$ cat src/hw/rename_pkg.sv
`default_nettype none

package rename_pkg;

    // register file and queue sizes
    localparam int PHYS_REG_BITS = 6;
    localparam int NUM_PREGS     = 64;
    localparam int NUM_AREGS     = 32;
    localparam int IQ_DEPTH      = 8;
    // every physical register beyond the architectural set starts out free
    localparam int FREE_DEPTH    = NUM_PREGS - NUM_AREGS;

    typedef logic [PHYS_REG_BITS-1:0]     preg_t;
    typedef logic [$clog2(NUM_AREGS)-1:0] areg_t;
    typedef logic [31:0]                  word_t;
    typedef logic [63:0]                  order_t;

    // rv32 base opcodes
    localparam logic [6:0] op_lui   = 7'b0110111;
    localparam logic [6:0] op_auipc = 7'b0010111;
    localparam logic [6:0] op_jal   = 7'b1101111;
    localparam logic [6:0] op_jalr  = 7'b1100111;
    localparam logic [6:0] op_br    = 7'b1100011;
    localparam logic [6:0] op_load  = 7'b0000011;
    localparam logic [6:0] op_store = 7'b0100011;
    localparam logic [6:0] op_imm   = 7'b0010011;
    localparam logic [6:0] op_reg   = 7'b0110011;

    // M extension marker in funct7
    localparam logic [6:0] funct7_muldiv = 7'b0000001;

    // reservation station class picked at dispatch
    typedef enum logic [1:0] {
        rs_alu = 2'd0,
        rs_mul = 2'd1,
        rs_div = 2'd2
    } rs_class_t;

endpackage : rename_pkg

`default_nettype wire

$ cat src/hw/inst_queue.sv
`default_nettype none

module inst_queue import rename_pkg::*; (
    input  wire        clk,
    input  wire        rst,
    input  wire        push,
    input  wire word_t push_inst,
    input  wire word_t push_pc,
    input  wire        pop,
    output word_t      head_inst,
    output word_t      head_pc,
    output logic       iq_empty,
    output logic       iq_full
);

    word_t                         inst_mem [IQ_DEPTH];
    word_t                         pc_mem   [IQ_DEPTH];
    logic [$clog2(IQ_DEPTH)-1:0]   wr_ptr;
    logic [$clog2(IQ_DEPTH)-1:0]   rd_ptr;
    logic [$clog2(IQ_DEPTH+1)-1:0] count;
    logic                          do_push;
    logic                          do_pop;

    assign iq_empty = (count == 0);
    assign iq_full  = (count == IQ_DEPTH);

    // pushes into a full queue are dropped
    assign do_push = push && !iq_full;
    assign do_pop  = pop && !iq_empty;

    assign head_inst = inst_mem[rd_ptr];
    assign head_pc   = pc_mem[rd_ptr];

    always_ff @(posedge clk) begin
        if (do_push) begin
            inst_mem[wr_ptr] <= push_inst;
            pc_mem[wr_ptr]   <= push_pc;
        end
    end

    // depth is a power of two, so pointers wrap on their own
    always_ff @(posedge clk) begin
        if (rst) begin
            wr_ptr <= '0;
            rd_ptr <= '0;
            count  <= '0;
        end else begin
            if (do_push) wr_ptr <= wr_ptr + 1'b1;
            if (do_pop)  rd_ptr <= rd_ptr + 1'b1;
            if (do_push && !do_pop)      count <= count + 1'b1;
            else if (do_pop && !do_push) count <= count - 1'b1;
        end
    end

endmodule : inst_queue

`default_nettype wire

$ cat src/hw/free_list.sv
`default_nettype none

module free_list import rename_pkg::*; (
    input  wire        clk,
    input  wire        rst,
    input  wire        alloc,
    input  wire        commit,
    input  wire preg_t commit_preg,
    output preg_t      free_preg,
    output logic       fl_empty
);

    preg_t                           fl_mem [FREE_DEPTH];
    logic [$clog2(FREE_DEPTH)-1:0]   head;
    logic [$clog2(FREE_DEPTH)-1:0]   tail;
    logic [$clog2(FREE_DEPTH+1)-1:0] count;
    logic                            do_pop;
    logic                            do_push;

    assign fl_empty  = (count == 0);
    assign free_preg = fl_mem[head];

    assign do_pop  = alloc && !fl_empty;
    // a commit into a full list is only taken when a pop frees a slot
    assign do_push = commit && (count != FREE_DEPTH || do_pop);

    // reset loads p32..p63 in ascending order
    always_ff @(posedge clk) begin
        if (rst) begin
            for (int i = 0; i < FREE_DEPTH; i++) begin
                fl_mem[i] <= preg_t'(NUM_AREGS + i);
            end
        end else if (do_push) begin
            fl_mem[tail] <= commit_preg;
        end
    end

    // the list starts full, so tail begins where head is
    always_ff @(posedge clk) begin
        if (rst) begin
            head  <= '0;
            tail  <= '0;
            count <= FREE_DEPTH[$clog2(FREE_DEPTH+1)-1:0];
        end else begin
            if (do_pop)  head <= head + 1'b1;
            if (do_push) tail <= tail + 1'b1;
            case ({do_pop, do_push})
                2'b10:   count <= count - 1'b1;
                2'b01:   count <= count + 1'b1;
                default: count <= count;
            endcase
        end
    end

endmodule : free_list

`default_nettype wire

$ cat src/hw/rat.sv
`default_nettype none

module rat import rename_pkg::*; (
    input  wire        clk,
    input  wire        rst,
    input  wire areg_t rs1,
    input  wire areg_t rs2,
    input  wire areg_t rd,
    input  wire        alloc,
    input  wire preg_t pd,
    input  wire        wb,
    input  wire preg_t wb_preg,
    output preg_t      ps1,
    output preg_t      ps2,
    output logic       ps1_ready,
    output logic       ps2_ready
);

    preg_t                  rat_map [NUM_AREGS];
    logic [NUM_PREGS-1:0]   ready_q;

    // sources see the map before this cycle's update
    assign ps1 = rat_map[rs1];
    assign ps2 = rat_map[rs2];

    // writeback in the same cycle counts as ready
    assign ps1_ready = ready_q[ps1] || (wb && (wb_preg == ps1));
    assign ps2_ready = ready_q[ps2] || (wb && (wb_preg == ps2));

    always_ff @(posedge clk) begin
        if (rst) begin
            for (int i = 0; i < NUM_AREGS; i++) begin
                rat_map[i] <= preg_t'(i);
            end
        end else if (alloc) begin
            rat_map[rd] <= pd;
        end
    end

    // identity mapped registers are ready out of reset
    always_ff @(posedge clk) begin
        if (rst) begin
            for (int i = 0; i < NUM_PREGS; i++) begin
                ready_q[i] <= (i < NUM_AREGS);
            end
        end else begin
            if (wb)    ready_q[wb_preg] <= 1'b1;
            // a fresh destination is pending until its writeback
            if (alloc) ready_q[pd]      <= 1'b0;
        end
    end

endmodule : rat

`default_nettype wire

$ cat src/hw/rename_dispatch.sv
`default_nettype none

module rename_dispatch import rename_pkg::*; (
    input  wire        clk,
    input  wire        rst,
    input  wire word_t head_inst,
    input  wire word_t head_pc,
    input  wire        iq_empty,
    input  wire        fl_empty,
    input  wire preg_t free_preg,
    input  wire        rob_full,
    input  wire        rs_full_alu,
    input  wire        rs_full_mul,
    input  wire        rs_full_div,
    input  wire preg_t ps1,
    input  wire preg_t ps2,
    input  wire        ps1_ready,
    input  wire        ps2_ready,
    output logic       pop,
    output logic       alloc,
    output areg_t      rd,
    output areg_t      rs1,
    output areg_t      rs2,
    output preg_t      pd,
    output logic       dispatch,
    output word_t      dispatch_inst,
    output word_t      dispatch_pc,
    output order_t     dispatch_order,
    output rs_class_t  dispatch_class,
    output word_t      dispatch_imm,
    output areg_t      dispatch_rd,
    output preg_t      dispatch_pd,
    output logic       dispatch_regf_we,
    output preg_t      dispatch_ps1,
    output preg_t      dispatch_ps2,
    output logic       dispatch_ps1_ready,
    output logic       dispatch_ps2_ready
);

    logic [6:0] opcode;
    logic [2:0] funct3;
    logic [6:0] funct7;
    logic       writes_rd;
    logic       class_full;
    order_t     order_q;

    assign opcode = head_inst[6:0];
    assign funct3 = head_inst[14:12];
    assign funct7 = head_inst[31:25];

    // stores and branches keep immediate bits in the rd field
    assign writes_rd = (opcode != op_store) && (opcode != op_br);
    assign rd  = writes_rd ? head_inst[11:7] : '0;
    assign rs1 = head_inst[19:15];
    assign rs2 = head_inst[24:20];

    // funct3 bit 2 splits mul* from div/rem
    always_comb begin
        dispatch_class = rs_alu;
        if (opcode == op_reg && funct7 == funct7_muldiv) begin
            dispatch_class = funct3[2] ? rs_div : rs_mul;
        end
    end

    always_comb begin
        case (dispatch_class)
            rs_mul:  class_full = rs_full_mul;
            rs_div:  class_full = rs_full_div;
            default: class_full = rs_full_alu;
        endcase
    end

    always_comb begin
        case (opcode)
            op_lui, op_auipc:        dispatch_imm = {head_inst[31:12], 12'h000};
            op_jal:                  dispatch_imm = {{12{head_inst[31]}}, head_inst[19:12],
                                                     head_inst[20], head_inst[30:21], 1'b0};
            op_br:                   dispatch_imm = {{20{head_inst[31]}}, head_inst[7],
                                                     head_inst[30:25], head_inst[11:8], 1'b0};
            op_store:                dispatch_imm = {{21{head_inst[31]}}, head_inst[30:25],
                                                     head_inst[11:7]};
            op_jalr, op_load, op_imm: dispatch_imm = {{21{head_inst[31]}}, head_inst[30:20]};
            default:                 dispatch_imm = '0;
        endcase
    end

    // x0 destinations go ahead even with an empty free list
    assign dispatch = !iq_empty && !rob_full && !class_full && (!fl_empty || rd == '0);
    assign pop      = dispatch;
    assign alloc    = dispatch && (rd != '0);
    assign pd       = (rd != '0) ? free_preg : '0;

    assign dispatch_inst      = head_inst;
    assign dispatch_pc        = head_pc;
    assign dispatch_order     = order_q;
    assign dispatch_rd        = rd;
    assign dispatch_pd        = pd;
    assign dispatch_regf_we   = alloc;
    assign dispatch_ps1       = ps1;
    assign dispatch_ps2       = ps2;
    assign dispatch_ps1_ready = ps1_ready;
    assign dispatch_ps2_ready = ps2_ready;

    // program order tag
    always_ff @(posedge clk) begin
        if (rst) begin
            order_q <= '0;
        end else if (dispatch) begin
            order_q <= order_q + 64'd1;
        end
    end

endmodule : rename_dispatch

`default_nettype wire

$ cat src/hw/rename_top.sv
`default_nettype none

module rename_top import rename_pkg::*; (
    input  wire        clk,
    input  wire        rst,
    input  wire        push,
    input  wire word_t push_inst,
    input  wire word_t push_pc,
    input  wire        rob_full,
    input  wire        rs_full_alu,
    input  wire        rs_full_mul,
    input  wire        rs_full_div,
    input  wire        commit,
    input  wire preg_t commit_preg,
    input  wire        wb,
    input  wire preg_t wb_preg,
    output logic       iq_full,
    output logic       dispatch,
    output word_t      dispatch_inst,
    output word_t      dispatch_pc,
    output order_t     dispatch_order,
    output rs_class_t  dispatch_class,
    output word_t      dispatch_imm,
    output areg_t      dispatch_rd,
    output preg_t      dispatch_pd,
    output logic       dispatch_regf_we,
    output preg_t      dispatch_ps1,
    output preg_t      dispatch_ps2,
    output logic       dispatch_ps1_ready,
    output logic       dispatch_ps2_ready
);

    word_t head_inst;
    word_t head_pc;
    logic  iq_empty;
    logic  pop;
    preg_t free_preg;
    logic  fl_empty;
    logic  alloc;
    areg_t rs1;
    areg_t rs2;
    areg_t rd;
    preg_t pd;
    preg_t ps1;
    preg_t ps2;
    logic  ps1_ready;
    logic  ps2_ready;

    inst_queue u_iq (
        .clk(clk), .rst(rst), .push(push), .push_inst(push_inst), .push_pc(push_pc),
        .pop(pop), .head_inst(head_inst), .head_pc(head_pc), .iq_empty(iq_empty),
        .iq_full(iq_full)
    );

    free_list u_fl (
        .clk(clk), .rst(rst), .alloc(alloc), .commit(commit), .commit_preg(commit_preg),
        .free_preg(free_preg), .fl_empty(fl_empty)
    );

    rat u_rat (
        .clk(clk), .rst(rst), .rs1(rs1), .rs2(rs2), .rd(rd), .alloc(alloc), .pd(pd),
        .wb(wb), .wb_preg(wb_preg), .ps1(ps1), .ps2(ps2), .ps1_ready(ps1_ready),
        .ps2_ready(ps2_ready)
    );

    rename_dispatch u_disp (
        .clk(clk), .rst(rst), .head_inst(head_inst), .head_pc(head_pc),
        .iq_empty(iq_empty), .fl_empty(fl_empty), .free_preg(free_preg),
        .rob_full(rob_full), .rs_full_alu(rs_full_alu), .rs_full_mul(rs_full_mul),
        .rs_full_div(rs_full_div), .ps1(ps1), .ps2(ps2), .ps1_ready(ps1_ready),
        .ps2_ready(ps2_ready), .pop(pop), .alloc(alloc), .rd(rd), .rs1(rs1), .rs2(rs2),
        .pd(pd), .dispatch(dispatch), .dispatch_inst(dispatch_inst),
        .dispatch_pc(dispatch_pc), .dispatch_order(dispatch_order),
        .dispatch_class(dispatch_class), .dispatch_imm(dispatch_imm),
        .dispatch_rd(dispatch_rd), .dispatch_pd(dispatch_pd),
        .dispatch_regf_we(dispatch_regf_we), .dispatch_ps1(dispatch_ps1),
        .dispatch_ps2(dispatch_ps2), .dispatch_ps1_ready(dispatch_ps1_ready),
        .dispatch_ps2_ready(dispatch_ps2_ready)
    );

endmodule : rename_top

`default_nettype wire

$ cat config.mk
export PLATFORM = sky130hd
export DESIGN_NAME = rename_top
export DESIGN_NICKNAME = d
export VERILOG_FILES = /design/src/hw/rename_pkg.sv /design/src/hw/inst_queue.sv /design/src/hw/free_list.sv /design/src/hw/rat.sv /design/src/hw/rename_dispatch.sv /design/src/hw/rename_top.sv
export SDC_FILE = /design/constraint.sdc
export NUM_CORES = 2
export LEC_CHECK = 0
export ABC_AREA = 1
export BUFFER_PORTS_ARGS = -buffer_cell sky130_fd_sc_hd__buf_2
export CAP_MARGIN = 5
export CORE_UTILIZATION = 31
export DETAILED_ROUTE_END_ITERATION = 10
export GPL_TIMING_DRIVEN = 0
export MAX_ROUTING_LAYER = met4
export PLACE_DENSITY = 0.46
export REMOVE_ABC_BUFFERS = 1
export SYNTH_ARGS = -nofsm -noshare
export SYNTH_HDL_FRONTEND = slang
export SYNTH_SLANG_ARGS = --single-unit
$ cat constraint.sdc
create_clock -name clk -period 10.2 [get_ports clk]
set_clock_uncertainty 0.15 [all_clocks]
set_input_delay 2.04 -clock clk [delete_from_list [all_inputs] [get_ports clk]]
set_output_delay 2.04 -clock clk [all_outputs]
set_load 0.03 [all_outputs]
==> results_dict.tcl <==
set metrics [dict create \
    coreArea_um2 161000 \
    final_common_cell "nand2_1" \
    endpoint_kind "primary output" \
    hold_viol 0 \
    cts_tree "built" \
    yosys_register_bits 1058 \
    ys_seq_area_frac 0.599 \
    hold_path_class "flip-flop to flip-flop" \
    die_h_um 405 \
    final_net_count 5712 \
    drc 0 \
    grt-ovfl-total 0 \
    final_layout_size_suffix_gt1_frac 0.106 \
    setup_slack_ps 392 \
    place_ws_ps 24.3 \
    die_w_um 405 \
    synth_edf_count 896 \
    ys_types 54 \
    start_kind "flip-flop" \
    cellPowerDensity_nw_per_um2 255 \
    slew_viol_final 0 \
    avgSynthCellArea_um2 9.18 \
    postCtsHoldBufs 0 \
    rsz0062_at_grt "false" \
    grt_pass1_vias 38000 \
    via_count 40400 \
    fill_cells 16400 \
    setup.worst_path.class "flip-flop to primary output" \
    critical_path.max_stage_delay_ps 900 \
    htree_num_levels 3 \
    wirelength_um 172000 \
    yosys_warnings 0 \
    finalCriticalPeriod_ps 9810 \
    syn-instance-count 5477 \
    finalInstanceArea_um2 58600 \
    finalCritPeriodShare 0.962 \
    root_buffer "clkbuf_16" \
    status "complete, no violations" \
    yosys_most_used_dff "edfxtp_1" \
    relSlewSlack 0.127 \
    area_delta_synth_final_pct 16.4 \
    place.gp.congestion 0.902 \
    crit_chain "inv_8 > nand2_1 > nand3_1 > nand3_1 > buf_16 > nand2_4 > buf_16 > inv_6 > nand2_1 > nand3_1 > nand3_1 > nand3_1 > nand3_2 > nand2_8 > inv_1 > nand2_1 > nand3_1 > nand3_1 > nand3_1 > nand3_1 > nand3_1 > nand3_1 > buf_2" \
    total_leakage_power_nw 21.3 \
    antenna_found_initial 35 \
    critical_path_required_ps 8010 \
    fin_util 0.364 \
    hpwl_um 109000 \
    maxCapViolations 0 \
    grt_pass1_wl_um 252000 \
    tightest_slew_ps 1310 \
    vdd_drop_max_mv 0.159 \
    crit_path_frequent_cell "nand3_1" \
    regArea_um2 30200 \
    io_pins 275 \
    layout_common_cells "1092 x nand2_1, 896 x edfxtp_1, 853 x nor2_1" \
    postSynth.asyncResetShare 0 \
    std_cell_rows 147 \
    cp.arrival_ps 7620 \
    grt_start_max_net_pins 143 \
    dieArea_um2 164000 \
    clockBufferDepth 3 \
    clk-insertion-delay-late_ps 810 \
    clock_sink_count 1058 \
    cts_buffers 120 \
    critPathMaxFanout 142 \
    setup_violations 0 \
    first_pass_iters 6 \
    netlist_area_um2 50300 \
    slowest_stage "dfxtp_4" \
    cts_setup_buffers 0 \
    wire_per_inst_um 21.7 \
    fmax_ghz 0.102 \
    io_buffers 274 \
    finalPower_w 0.0149 \
    dpl-instance-area_um2 54400 \
    ant_nets 0 \
    grt_usage 0.211 \
    initial_utilization 0.313 \
    multi_input_area_um2 17400 \
    fin_tns_setup_ps 0 \
    path_clk_slew_ps 60 \
    drtIter0Drc 3574 \
    vias_per_cell 5.11 \
]
-- layer usage --
layer  global-route usage  share of wire
met5                    -              0
met4               0.0596          0.025
met3               0.0451          0.076
met2                0.334           0.47
met1                0.271           0.43
-- report_power, final --
group	switching [W]	leakage [nW]	internal, W
Combinational	0.00414	10.1	0.00137
Clock	0.00188	1.96	0.00253
Sequential	0.000113	9.24	0.00488
Total	0.00614	21.3	0.00878
-- worst paths after layout --
check	cells after the start	to	slack, ps	startpoint
worst min register to register	2	flip-flop	340	u_fl.head[4]
worst max-delay path	23	dispatch_ps2_ready	390	flip-flop
worst max register to register	21	u_rat.rat_map[31][1]	3010	flip-flop
worst min-delay path	2	flip-flop	340	u_fl.head[4]
-- critical path, delay by kind of cell, from the launching register on --
family	cells	cell delay (ps)
AND/OR/NAND/NOR	17	3550
buffers and inverters	6	2200
flip-flops	1	900
-- cells in the mapped netlist, types with 4 or more instances --
cell type | count | area, um2
o21ai_1 | 49 | 245
inv_1 | 360 | 1350
buf_4 | 28 | 210
o22ai_1 | 115 | 719
and3_1 | 9 | 56.3
inv_2 | 20 | 75.1
a32o_1 | 17 | 170
a31oi_1 | 42 | 263
nand3_2 | 4 | 40.0
a22oi_1 | 13 | 97.6
o211ai_1 | 24 | 180
dfxtp_1 | 162 | 3240
xnor2_1 | 17 | 149
nor4_1 | 10 | 62.6
ha_1 | 17 | 213
o311ai_0 | 4 | 35.0
nor2_2 | 8 | 50.1
a221oi_1 | 5 | 43.8
nor3_1 | 36 | 180
o21ai_0 | 429 | 2150
buf_1 | 21 | 78.8
o221ai_1 | 9 | 78.8
edfxtp_1 | 896 | 26900
nand2_2 | 8 | 50.1
clkinv_1 | 6 | 22.5
buf_6 | 8 | 90.1
a21oi_1 | 154 | 771
clkbuf_1 | 184 | 691
buf_2 | 84 | 420
o31ai_1 | 4 | 30.0
xor2_1 | 48 | 420
nand3_1 | 671 | 3360
nand4_1 | 22 | 138
nor2_1 | 862 | 3240
o21ai_2 | 9 | 78.8
nand2_1 | 1098 | 4120
-- per-stage QoR --
stage / instances / hold WS (ps)
after floorplan: 5157 / 293
after global placement: 7591 / 319
after detailed placement: 7645 / 336
after CTS: 7871 / 346
after global routing: 7896 / 366
final: 7900 / 337
-- state kept, by name (all words and copies together), names as in the netlist, named ones only --
name / count
u_iq.inst_mem: 256
u_iq.pc_mem: 256
u_fl.fl_mem: 192
u_rat.rat_map: 192
u_disp.dispatch_order: 64
u_rat.ready_q: 64
u_fl.count: 6
u_fl.head: 5
u_fl.tail: 5
u_iq.count: 4
u_iq.rd_ptr: 3
u_iq.wr_ptr: 3
-- cell type report --
class                      count  share of cell area
tap                         2160              0.0462
sequential                  1058               0.515
multi-input combinational   3713               0.298
clock inverter                67              0.0136
antenna                       28             0.00120
inverter                     386              0.0253
clock buffer                 159              0.0553
timing repair buffer         329              0.0458
-- cells by family (layout without fill, tap and decap cells) --
group           count (synthesis)  count (layout)  synth area share
fa+ha+maj                      19              19           0.00502
flops                        1058            1058             0.599
buf+inv                       711             941            0.0584
compound gates                883             883            0.0982
other cells                     1              34         0.0000746
xor+xnor                       65              65            0.0113
simple gates                 2740            2740             0.228
-- what timing repair did --
item,4_1_cts,5_1_grt
cloned,0,0
setup endpoints to repair,2,2
endpoints found under the hold margin,0,0
resized for setup,5,3
(Power assumes the default switching activity.)
